**config.mk**
```make
export PLATFORM = sky130hd
export DESIGN_NAME = rsp_order_shim
export DESIGN_NICKNAME = d
export VERILOG_FILES = /design/src/verilog/rsp_order_pkg.sv /design/src/verilog/slot_ram.sv /design/src/verilog/wr_mdata_heap.sv /design/src/verilog/rd_reorder_buffer.sv /design/src/verilog/rsp_order_shim.sv
export SDC_FILE = /design/constraint.sdc
export NUM_CORES = 1
export LEC_CHECK = 0
export BUFFER_PORTS_ARGS = -buffer_cell sky130_fd_sc_hd__buf_4
export CAP_MARGIN = 20
export CELL_PAD_IN_SITES_DETAIL_PLACEMENT = 1
export CELL_PAD_IN_SITES_GLOBAL_PLACEMENT = 1
export CORE_UTILIZATION = 45
export CTS_BUF_LIST = sky130_fd_sc_hd__clkbuf_16
export DETAILED_ROUTE_END_ITERATION = 10
export PLACE_DENSITY_LB_ADDON = 0.1
export RECOVER_POWER = 100
export SYNTH_ARGS = -nofsm -noshare
export SYNTH_HDL_FRONTEND = slang
export SYNTH_HIERARCHICAL = 1
export SYNTH_SLANG_ARGS = --single-unit
```
**constraint.sdc**
```tcl
create_clock -name clk -period 5.25 [get_ports clk]
set_clock_uncertainty 0.05 [all_clocks]
set_input_delay 0 -clock clk [delete_from_list [all_inputs] [get_ports clk]]
set_output_delay 0 -clock clk [all_outputs]
set_load 0.05 [all_outputs]
```
**src/verilog/rsp_order_pkg.sv**
```systemverilog
// Widths and depths shared by the response-ordering shim; depth must be a power of two
package rsp_order_pkg;

    // ==============================
    // Buffer sizing
    // ==============================

    // Requests that may be in flight on one channel at a time.
    // Both the read reorder buffer and the write mdata heap hold this many slots
    localparam int MAX_ACTIVE_REQS = 16;

    // Bits needed to name one slot
    localparam int REQ_IDX_WIDTH = $clog2(MAX_ACTIVE_REQS);

    // Requests the AFU may still issue after it samples almost-full.
    // A channel block raises not-ready once its free slots drop to this
    // many, so the slack always fits in what is left
    localparam int ALMOST_FULL_SLACK = 4;

    // ==============================
    // Field widths
    // ==============================

    // AFU metadata tag carried by every request and echoed by the fabric
    localparam int MDATA_WIDTH = 16;

    // Line address of a request
    localparam int ADDR_WIDTH = 16;

    // Payload of a write request or a read response
    localparam int DATA_WIDTH = 32;

    // ==============================
    // Shared types
    // ==============================

    typedef logic [MDATA_WIDTH-1:0] t_mdata;
    typedef logic [ADDR_WIDTH-1:0] t_addr;
    typedef logic [DATA_WIDTH-1:0] t_data;

    // Slot index, placed in the low bits of mdata toward the fabric
    typedef logic [REQ_IDX_WIDTH-1:0] t_req_idx;

    // Slot counter, one bit wider than an index so that a completely
    // free buffer (MAX_ACTIVE_REQS) can be represented
    typedef logic [REQ_IDX_WIDTH:0] t_slot_cnt;

    // Free-slot count at or below which a channel block reports not-ready
    localparam t_slot_cnt NOT_READY_LIMIT = t_slot_cnt'(ALMOST_FULL_SLACK);

endpackage

```
**src/verilog/slot_ram.sv**
```systemverilog
// Slot memory with one write and one registered read per cycle; contents are undefined after reset
module slot_ram
    import rsp_order_pkg::*;
#(
    // Payload held in each slot, read data or a saved mdata tag
    parameter type t_payload = t_data
)
(
    input  logic     clk,

    // Write port, used when a slot is filled
    input  logic     wr_en,
    input  t_req_idx wr_idx,
    input  t_payload wr_payload,

    // Read port, the payload shows up one cycle after rd_idx
    input  t_req_idx rd_idx,
    output t_payload rd_payload
);

    // One entry per slot that the owning block can allocate
    t_payload mem [MAX_ACTIVE_REQS];

    // Writes land at the clock edge
    always_ff @(posedge clk)
    begin
        if (wr_en)
        begin
            mem[wr_idx] <= wr_payload;
        end
    end

    // The read is registered, which maps onto block RAM output registers.
    // A read and a write to the same slot in one cycle return the old value
    always_ff @(posedge clk)
    begin
        rd_payload <= mem[rd_idx];
    end

endmodule

```
**src/verilog/wr_mdata_heap.sv**
```systemverilog
// Write mdata heap; callers must honor not_ready with the package slack and never free an idle slot
module wr_mdata_heap
    import rsp_order_pkg::*;
(
    input  logic     clk,
    input  logic     reset,

    // Allocation side, driven by write requests from the AFU
    input  logic     alloc,
    input  t_mdata   alloc_mdata,
    output t_req_idx alloc_idx,
    output logic     not_ready,

    // Release side, driven by write responses from the fabric
    input  logic     free,
    input  t_req_idx free_idx,
    output t_mdata   restored_mdata
);

    // ==============================
    // Free list
    // ==============================

    // Circular FIFO of slot indexes that are not in use.
    // After reset it holds every index, oldest first
    t_req_idx free_list [MAX_ACTIVE_REQS];

    // Head names the next index handed out, tail the place where a freed one goes.
    // Both wrap on their own because the depth is a power of two
    t_req_idx head_ptr;
    t_req_idx tail_ptr;

    // Number of indexes currently in the free list
    t_slot_cnt free_cnt;
    t_slot_cnt free_cnt_next;

    // The next free index is offered before the request arrives, so the
    // tag substitution costs no cycle
    assign alloc_idx = free_list[head_ptr];

    // Allocation and release may happen in the same cycle
    assign free_cnt_next = free_cnt - t_slot_cnt'(alloc) + t_slot_cnt'(free);

    always_ff @(posedge clk)
    begin
        if (reset)
        begin
            for (int i = 0; i < MAX_ACTIVE_REQS; i++)
            begin
                free_list[i] <= t_req_idx'(i);
            end
            head_ptr <= '0;
            tail_ptr <= '0;
            free_cnt <= t_slot_cnt'(MAX_ACTIVE_REQS);
            not_ready <= 1'b0;
        end
        else
        begin
            if (alloc)
            begin
                head_ptr <= head_ptr + 1'b1;
            end

            // A freed index goes to the back so slots are reused round-robin
            if (free)
            begin
                free_list[tail_ptr] <= free_idx;
                tail_ptr <= tail_ptr + 1'b1;
            end

            free_cnt <= free_cnt_next;

            // Raised from the updated count so the AFU sees it in the very
            // next cycle and its remaining slack still fits
            not_ready <= (free_cnt_next <= NOT_READY_LIMIT);
        end
    end

    // ==============================
    // Saved mdata
    // ==============================

    // The original tag is stored at the slot index sent to the fabric.
    // On a response the echoed index reads it back one cycle later
    slot_ram #(
        .t_payload(t_mdata)
    ) mdata_ram (
        .clk,
        .wr_en(alloc),
        .wr_idx(alloc_idx),
        .wr_payload(alloc_mdata),
        .rd_idx(free_idx),
        .rd_payload(restored_mdata)
    );

endmodule

```
**src/verilog/rd_reorder_buffer.sv**
```systemverilog
// Read reorder buffer; one response per slot, callers honor not_ready, output cannot be stalled
module rd_reorder_buffer
    import rsp_order_pkg::*;
(
    input  logic     clk,
    input  logic     reset,

    // Allocation side, one slot per AFU read request
    input  logic     alloc,
    input  t_mdata   alloc_mdata,
    output t_req_idx alloc_idx,
    output logic     not_ready,

    // Responses from the fabric, tagged with the slot index, in any order
    input  logic     rsp_valid,
    input  t_req_idx rsp_idx,
    input  t_data    rsp_data,

    // Responses to the AFU, in request order
    output logic     out_valid,
    output t_mdata   out_mdata,
    output t_data    out_data
);

    // ==============================
    // Slot bookkeeping
    // ==============================

    // Slots are allocated at the tail and retired at the head, in order
    t_req_idx head_ptr;
    t_req_idx tail_ptr;

    // One bit per slot, set once the response for that slot has arrived
    logic [MAX_ACTIVE_REQS-1:0] filled;
    logic [MAX_ACTIVE_REQS-1:0] filled_next;

    // Slots not yet handed out or already retired
    t_slot_cnt free_cnt;
    t_slot_cnt free_cnt_next;

    // The oldest request has its data and can leave this cycle
    logic release_head;

    // Release is in flight through the registered memory read
    logic pending;

    assign alloc_idx = tail_ptr;
    assign release_head = filled[head_ptr];

    // A response never targets the head slot while it is being released,
    // so setting and clearing never touch the same bit in one cycle
    always_comb
    begin
        filled_next = filled;
        if (rsp_valid)
        begin
            filled_next[rsp_idx] = 1'b1;
        end
        if (release_head)
        begin
            filled_next[head_ptr] = 1'b0;
        end
    end

    // A slot only comes back when it leaves the head
    assign free_cnt_next = free_cnt - t_slot_cnt'(alloc) + t_slot_cnt'(release_head);

    always_ff @(posedge clk)
    begin
        if (reset)
        begin
            head_ptr <= '0;
            tail_ptr <= '0;
            filled <= '0;
            free_cnt <= t_slot_cnt'(MAX_ACTIVE_REQS);
            not_ready <= 1'b0;
            pending <= 1'b0;
        end
        else
        begin
            if (alloc)
            begin
                tail_ptr <= tail_ptr + 1'b1;
            end
            if (release_head)
            begin
                head_ptr <= head_ptr + 1'b1;
            end
            filled <= filled_next;
            free_cnt <= free_cnt_next;

            // Same threshold rule as the write heap
            not_ready <= (free_cnt_next <= NOT_READY_LIMIT);

            // Valid follows the memory read by one cycle
            pending <= release_head;
        end
    end

    assign out_valid = pending;

    // ==============================
    // Slot memories
    // ==============================

    // Response data is written by index when it arrives.
    // The head slot is read every cycle and only used when pending is set
    slot_ram #(
        .t_payload(t_data)
    ) data_ram (
        .clk,
        .wr_en(rsp_valid),
        .wr_idx(rsp_idx),
        .wr_payload(rsp_data),
        .rd_idx(head_ptr),
        .rd_payload(out_data)
    );

    // Original request mdata, saved at allocation and restored on release
    slot_ram #(
        .t_payload(t_mdata)
    ) mdata_ram (
        .clk,
        .wr_en(alloc),
        .wr_idx(tail_ptr),
        .wr_payload(alloc_mdata),
        .rd_idx(head_ptr),
        .rd_payload(out_mdata)
    );

endmodule

```
**src/verilog/rsp_order_shim.sv**
```systemverilog
// Response-ordering shim; the fabric must echo request mdata and the AFU must honor almost-full
module rsp_order_shim
    import rsp_order_pkg::*;
(
    input  logic   clk,
    input  logic   reset,

    // Read requests from the AFU and toward the fabric
    input  logic   afu_rd_req_valid,
    input  t_addr  afu_rd_req_addr,
    input  t_mdata afu_rd_req_mdata,
    output logic   fiu_rd_req_valid,
    output t_addr  fiu_rd_req_addr,
    output t_mdata fiu_rd_req_mdata,

    // Write requests from the AFU and toward the fabric
    input  logic   afu_wr_req_valid,
    input  t_addr  afu_wr_req_addr,
    input  t_data  afu_wr_req_data,
    input  t_mdata afu_wr_req_mdata,
    output logic   fiu_wr_req_valid,
    output t_addr  fiu_wr_req_addr,
    output t_data  fiu_wr_req_data,
    output t_mdata fiu_wr_req_mdata,

    // Responses from the fabric, possibly out of order
    input  logic   fiu_rd_rsp_valid,
    input  t_mdata fiu_rd_rsp_mdata,
    input  t_data  fiu_rd_rsp_data,
    input  logic   fiu_wr_rsp_valid,
    input  t_mdata fiu_wr_rsp_mdata,

    // Responses to the AFU, reads in request order
    output logic   afu_rd_rsp_valid,
    output t_mdata afu_rd_rsp_mdata,
    output t_data  afu_rd_rsp_data,
    output logic   afu_wr_rsp_valid,
    output t_mdata afu_wr_rsp_mdata,

    // Flow control
    input  logic   fiu_rd_almost_full,
    input  logic   fiu_wr_almost_full,
    output logic   afu_rd_almost_full,
    output logic   afu_wr_almost_full
);

    t_req_idx rd_alloc_idx;
    t_req_idx wr_alloc_idx;
    logic     rd_not_ready;
    logic     wr_not_ready;

    // Write response valid, delayed to line up with the heap read
    logic     wr_rsp_valid_q;

    // ==============================
    // Read channel
    // ==============================

    // Requests pass straight through with the reorder slot in place of mdata
    assign fiu_rd_req_valid = afu_rd_req_valid;
    assign fiu_rd_req_addr = afu_rd_req_addr;
    assign fiu_rd_req_mdata = t_mdata'(rd_alloc_idx);

    // Only the low bits of the echoed tag carry the slot index
    rd_reorder_buffer rd_rob (
        .clk,
        .reset,
        .alloc(afu_rd_req_valid),
        .alloc_mdata(afu_rd_req_mdata),
        .alloc_idx(rd_alloc_idx),
        .not_ready(rd_not_ready),
        .rsp_valid(fiu_rd_rsp_valid),
        .rsp_idx(t_req_idx'(fiu_rd_rsp_mdata)),
        .rsp_data(fiu_rd_rsp_data),
        .out_valid(afu_rd_rsp_valid),
        .out_mdata(afu_rd_rsp_mdata),
        .out_data(afu_rd_rsp_data)
    );

    assign afu_rd_almost_full = fiu_rd_almost_full | rd_not_ready;

    // ==============================
    // Write channel
    // ==============================

    // Same substitution, using the heap slot that keeps the tag
    assign fiu_wr_req_valid = afu_wr_req_valid;
    assign fiu_wr_req_addr = afu_wr_req_addr;
    assign fiu_wr_req_data = afu_wr_req_data;
    assign fiu_wr_req_mdata = t_mdata'(wr_alloc_idx);

    wr_mdata_heap wr_heap (
        .clk,
        .reset,
        .alloc(afu_wr_req_valid),
        .alloc_mdata(afu_wr_req_mdata),
        .alloc_idx(wr_alloc_idx),
        .not_ready(wr_not_ready),
        .free(fiu_wr_rsp_valid),
        .free_idx(t_req_idx'(fiu_wr_rsp_mdata)),
        .restored_mdata(afu_wr_rsp_mdata)
    );

    // Write responses leave in arrival order, one cycle late
    always_ff @(posedge clk)
    begin
        if (reset)
        begin
            wr_rsp_valid_q <= 1'b0;
        end
        else
        begin
            wr_rsp_valid_q <= fiu_wr_rsp_valid;
        end
    end

    assign afu_wr_rsp_valid = wr_rsp_valid_q;
    assign afu_wr_almost_full = fiu_wr_almost_full | wr_not_ready;

endmodule

```
==> summary.md, run 1 <==
| Metric | Value |
|---|---|
| WP data required | 5.50 ns |
| Synth Area per Inst | 20.4 um2 |
| Post-Route Utilization | 52.5% |
| Cell Rows | roughly 120 |
| Worst Hold End | wr_heap/tail_ptr[0] |
| Seq cells post-synth | 1202 |
| Drt drc | 0 |
| Clock Root Buffer | clkbuf_16 |
| Detail Placement HPWL | 58000 um |
| H-tree levels | 4 |
| Crit-path max FO | 16 |
| Status | complete, but fails checks |
| # resized after CTS | 0 |
| Clk sinks | around 1200 |
| Yosys top cell by area | edfxtp_1 |
| Gr usage total | 20.9% |
| Hold Path Class | in -> reg |
| Initial core utilization | 45.4% |
| CP Capture Type | register |
| IO buf count | 157 |
| Vias in the first global route | about 24000 |
| Critical Path AT | between 4 and 5 ns |
| First-pass iteration count of the detailed router | 7 |
| Leakage | approximately 17 nW |
| Initial antenna violation count | 9 |
| Reg power frac | 49.1% |
| Worst hold path stage count | 4 |
| Yosys top cell area share | about 71% |
| Combinational Power Share | ~11% |
| Seq/Total Area, Yosys | 75.7% |
| Io pins | around 330 |
| Worst r2r path cells | 5 |
| # hold bufs at CTS | 146 |
| RSZ-0062 raised after global routing | false |
| Vias per cell | 5.54 |
| Met1 global-route usage | 28.4% |
| Post-route ant nets | 0 |
| Final Hold Fails | 0 |
| Syn Inst Count | 2266 |
| FF-to-FF setup slack | 0.96 ns |
| Core Box Area | 102000 um2 |
| Max-cap violations | 36 |
| Most used DFF post-synth | edfxtp_1 |
| Setup TNS | 0 ns |
| Drt total wl | approximately 110000 um |
| GPL Wtd Cong | about 0.74 |
| Met2 Use GR | 35.2% |
| TritonCTS buffer count | 131 |
| Skew-Pair Late Insertion Delay | 0.72 ns |
| Post-synth cell types | 62 |
| CTS tree | yes |
| Post-synth EDFFs | 1088 |
| Most frequent cells in the layout | 1088 x edfxtp_1, 240 x mux4_2, 190 x clkbuf_1 |
| Global-route wire length before repair | 158000 um |
| Reg clk slew, reported paths | ~0.060 ns |
| Mapped Area | around 46000 um2 |
| P_int | 17.0 mW |
| Chip Width | 322 um |
| Fmax achieved | 0.233 GHz |
| Gr busiest metal | met2 |
| Total number of vias | 22600 |
| Top cells by area, synth | edfxtp_1 71%, mux4_2 12%, dfxtp_1 4.9% |
| Post-CTS Setup Inserts | 0 |
| Final number of max-transition violations | 969 |
| Power, Total | 22.3 mW |
| Failing checks | capacitance limit, slew limit |
| Largest net degree at the start of global routing | 104 |
| Final Setup Violations | 0 |
| Power Density | 417 nW/um2 |
| Switching share of power | 23.8% |
| Area Growth Syn to Fin | 15.6% |
| Die area | 104000 um2 |
| Initial drt markers | 1924 |
| Reg2reg end | wr_heap/mdata_ram/mem[2][11] |
| Final net count | ~2800 |
| Period minus WS final | 4.29 ns |
| Share of layout cells above drive strength 1 | 18.5% |
| Worst VDD drop | 263 uV |
| NetSw | 5.29 mW |
| Kind of critical path | reg -> reg |
| Max transition margin | -113% |
| Global Route met3 Usage | 3.50% |
| # fillers | 9101 |
| Yosys warns | 6 |
| Worst hold path startpoint | fiu_wr_rsp_valid |
| Die Y | 322 um |
| Clock share of power | about two fifths |
| Part of the cycle the worst path needs | between 80 and 90% |
| Worst slew pin tran | 3.19 ns |
| Commonest non-fill, non-tap cell in the layout | edfxtp_1 |
| WL/cell | 26.2 um |
| Critical path startpoint category | register |
| GR Overflow Total | 0 |
| Async SR Flop Fraction | 0% |
| CTS max path bufs | 3 |
[layout make-up]
cell class	count	area (um2)	share of cell area, %
clock inverters	108	826	1.55
multi-input cells	867	10000	18.8
clock buffers	135	3380	6.33
flip-flops and latches	1202	35000	65.5
well taps	1368	1710	3.21
repair buffers	367	2390	4.49
inverters	23	86.3	0.162
diodes	4	10.0	0.0188
[worst max path at each step]
stage               cells after the start                               to  slack (ns)
floorplan                               7      wr_heap/mdata_ram/mem[0][0]        1.31
global placement                        5     wr_heap/mdata_ram/mem[1][12]        1.47
detailed placement                      5      wr_heap/mdata_ram/mem[3][8]        1.36
CTS                                     5     wr_heap/mdata_ram/mem[3][11]        1.34
global route                            6  wr_heap/mdata_ram/rd_payload[4]        0.64
finish                                  5     wr_heap/mdata_ram/mem[2][11]        0.96
[cell families (layout without fill, tap and decap cells)]
kind of cell    Yosys count  in the layout  share of synthesized area (%)
compound gates          190            190                           3.13
other cells               1             28                        0.00812
simple gates            328            328                           3.33
mux                     288            288                           14.0
buf+inv                 220            633                           2.95
flops                  1202           1202                           75.7
fa+ha+maj                22             22                          0.628
xor+xnor                 15             15                          0.284
[power by group through the flow]
stage               sequential (mW)  clock (mW)  combinational, mW
floorplan                      11.3           0               1.65
finish                         10.9        8.89               2.43
global route                   11.0        9.46               2.64
detailed placement             11.1           0               2.39
CTS                            10.9        9.13               2.59
global placement               11.1           0               2.34
[synthesized netlist by cell type (2+ instances only)]
master	n
ha_1	20
nor3b_1	2
buf_1	19
nor3_1	31
dfxtp_1	114
buf_6	12
clkbuf_1	41
buf_2	16
nor2_1	88
and3_1	3
mux2_2	4
mux2_4	3
mux4_1	34
nor2b_1	19
a21oi_1	16
o21ai_0	4
and2_1	10
or2_2	11
xnor2_1	7
mux4_2	240
mux2i_1	6
nand4_1	8
a211oi_2	3
nand3b_1	6
nand2b_1	18
nand2_1	108
or3b_2	3
a211oi_1	11
or2_1	3
a31oi_1	4
inv_1	23
nand3_1	12
fa_1	2
a21o_1	4
xor2_1	8
o22ai_2	2
buf_4	107
a311oi_1	2
a22oi_1	132
edfxtp_1	1088
[critical path: stages, from the launching register on]
cell and delay, ns:
dfxtp_1 0.87, mux4_1 0.67, a22oi_1 0.20, nand3_1 0.20, or3b_2 0.54, nor2_1 1.34
[registers in the layout, summed over array words and instances, names as in the netlist, named ones only]
signal                        flops
rd_rob/not_ready                  1
wr_heap/mdata_ram/rd_payload     16
wr_heap/tail_ptr                  4
wr_heap/not_ready                 1
rd_rob/alloc_idx                  4
wr_heap/free_list                64
rd_rob/head_ptr                   4
rd_rob/mdata_ram/mem            256
rd_rob/data_ram/rd_payload       32
wr_heap/head_ptr                  4
rd_rob/mdata_ram/rd_payload      16
rd_rob/free_cnt                   5
wr_heap/mdata_ram/mem           256
rd_rob/out_valid                  1
rd_rob/filled                    16
rd_rob/data_ram/mem             512
wr_heap/free_cnt                  5
afu_wr_rsp_valid                  1
[stage by stage]
stage          area [um2]  hold slack [ns]  setup slack, ns  std cells
2_1_floorplan       46300           0.0216             1.31       2289
3_3_place_gp        48600          -0.0497             1.47       3675
3_5_place_dp        48600          -0.0497             1.36       3676
4_1_cts             54300          0.00880             1.34       4065
5_1_grt             53400            0.144            0.638       4074
6_report            53400            0.124            0.956       4074
[routing by layer]
layer  part of all wire [%]  vias to the layer above
met1                     43                    12100
met3                    4.4                      139
met2                     51                      528
met4                    1.7                        8
li1                       -                     9809
met5                  0.050                        -
No activity file was read; power rests on OpenSTA's default activity.
==> run 2: changes to the inputs <==
clock period = 3.65 ns   (was 5.25 ns; I/O delays follow)
==> summary.md, run 2 (same netlist as run 1, synthesis figures left out) <==
| Metric | Value |
|---|---|
| WP data required | 3.96 ns |
| Skew-Pair Late Insertion Delay | 0.74 ns |
| Final number of max-transition violations | 271 |
| First-pass iteration count of the detailed router | 4 |
| Gr usage total | a little over 20% |
| Period minus WS final | 3.33 ns |
| Failing checks | capacitance limit, slew limit |
| Reg power frac | 48.4% |
| Max FFs per register | ~510 |
| Chip Width | 322 um |
| Kind of critical path | in -> reg |
| Pre-CTS setup slack | 0.340 ns |
| Leakage | 17.2 nW |
| GPL Wtd Cong | 0.746 |
| Setup TNS | 0 ns |
| # hold bufs at CTS | around 150 |
| Initial drt markers | between 1500 and 2000 |
| Drt total wl | between 100000 and 150000 um |
| Most frequent cells in the layout | 1088 x edfxtp_1, 240 x mux4_2, 176 x clkbuf_1 |
| Biggest regs | rd_rob/data_ram/mem x512, rd_rob/mdata_ram/mem x256, wr_heap/mdata_ram/mem x256 |
| Hold Path Class | in -> reg |
| Placed Cells incl. Taps | 3701 |
| IO buf count | 157 |
| Crit-path max FO | 17 |
| Final net count | 2805 |
| Post-route ant nets | 0 |
| Initial antenna violation count | 4 |
| Clock Root Buffer | clkbuf_16 |
| Worst VDD drop | approximately 370 uV |
| Die area | 104000 um2 |
| Power Density | 602 nW/um2 |
| DP Area | roughly 49000 um2 |
| Fin cells | between 4000 and 5000 |
| Global-route wire length before repair | 157000 um |
| Worst hold path stage count | 2 |
| Fmax achieved | 0.300 GHz |
| NetSw | 7.68 mW |
| Combinational Power Share | 11.1% |
| CP Capture Type | register |
| Clk sinks | 1202 |
| Switching share of power | 23.7% |
| RSZ-0062 raised after global routing | false |
| Cell Rows | roughly 120 |
| Final Hold Fails | 0 |
| # resized after CTS | 0 |
| Largest net degree at the start of global routing | 117 |
| Share of layout cells above drive strength 1 | roughly 20% |
| CTS max path bufs | 3 |
| Biggest register | rd_rob/data_ram/mem |
| Io pins | between 300 and 400 |
| Initial core utilization | about 45% |
| P_int | 24.7 mW |
| Part of the cycle the worst path needs | around nine tenths |
| Worst Hold End | wr_heap/free_list[1][1] |
| Detail Placement HPWL | 61100 um |
| Reg2reg end | wr_heap/mdata_ram/mem[1][12] |
| H-tree levels | 4 |
| Total number of vias | approximately 23000 |
| Post-CTS Setup Inserts | 0 |
| Critical Path AT | 3.65 ns |
| GR Overflow Total | 0 |
| Commonest non-fill, non-tap cell in the layout | edfxtp_1 |
| Setup ws final | 0.319 ns |
| Vias per cell | about 5.5 |
| Drt drc | 0 |
| Area Growth Syn to Fin | 16.4% |
| Worst slew pin tran | ~2.3 ns |
| Final instance area | ~54000 um2 |
| Max transition margin | -56.1% |
| FF-to-FF setup slack | 0.32 ns |
| Worst r2r path cells | 7 |
| Clock share of power | 40.5% |
| Reg clk slew, reported paths | about 0.060 ns |
| Worst hold path startpoint | fiu_wr_rsp_mdata[1] |
| Max-cap violations | 14 |
| WL/cell | 26.0 um |
| Critical path startpoint category | primary input |
| Core Box Area | between 100000 and 150000 um2 |
| Vias in the first global route | 24500 |
| CTS tree | yes |
| Final Setup Violations | 0 |
| TritonCTS buffer count | 132 |
| Die Y | 322 um |
| Status | complete, but fails checks |
[run 2: changes by cell type in the layout (fill, tap and decap cells not counted), sizes merged]
cell and change:
clkbuf +14, buf +11, inv -3, clkinvlp +2
clkinv -4, dlygate4sd3 +1, diode -3, bufinv +2
[run 2: layer usage]
metal	GRT usage, %	vias up	share of wire (%)
li1	-	9858	-
met1	28.0	12100	43
met2	34.3	514	50
met3	3.75	151	4.4
met4	6.32	6	2.2
met5	0	-	0.037
[run 2: worst max path at each step]
stage	from	end	cells past startpoint
floorplan	register	wr_heap/mdata_ram/mem[12][0]	6
global placement	rd_rob/head_ptr[1]	rd_rob/not_ready	13
detailed placement	rd_rob/head_ptr[1]	rd_rob/not_ready	13
CTS	rd_rob/head_ptr[1]	rd_rob/not_ready	13
global route	rd_rob/head_ptr[1]	rd_rob/not_ready	13
finish	fiu_rd_rsp_mdata[3]	rd_rob/data_ram/mem[10][0]	5
[run 2: through the flow]
step / hold WS (ns) / util, % / total power [mW]
2_1_floorplan: 0.0216 / - / 18.7
3_3_place_gp: -0.0497 / 48.0 / 19.4
3_5_place_dp: -0.0497 / 48.0 / 19.5
4_1_cts: 0.0103 / 53.7 / 33.0
5_1_grt: 0.100 / 52.9 / 33.5
6_report: 0.0932 / 52.9 / 32.4
[run 2: layout make-up]
cell class,instances,area (um2)
fillers,9028,48000
flip-flops and latches,1202,35000
multi-input cells,867,10100
clock buffers,139,3480
repair buffers,389,2630
well taps,1368,1710
clock inverters,105,858
inverters,23,86.3
diodes,1,2.50
[run 2: critical path, cell delays in order]
cell           delay (ns)
dlygate4sd3_1        0.58
clkbuf_1             0.51
nand3b_1             0.25
nor2_1               1.68
clkbuf_1             0.60
[run 2: power groups by stage]
stage,clock network [mW],registers [mW],logic [mW]
final,13.1,15.7,3.58
after global routing,13.9,15.7,3.86
after CTS,13.5,15.7,3.84
after detailed placement,0,16.0,3.56
after global placement,0,15.9,3.47
after floorplan,0,16.3,2.37
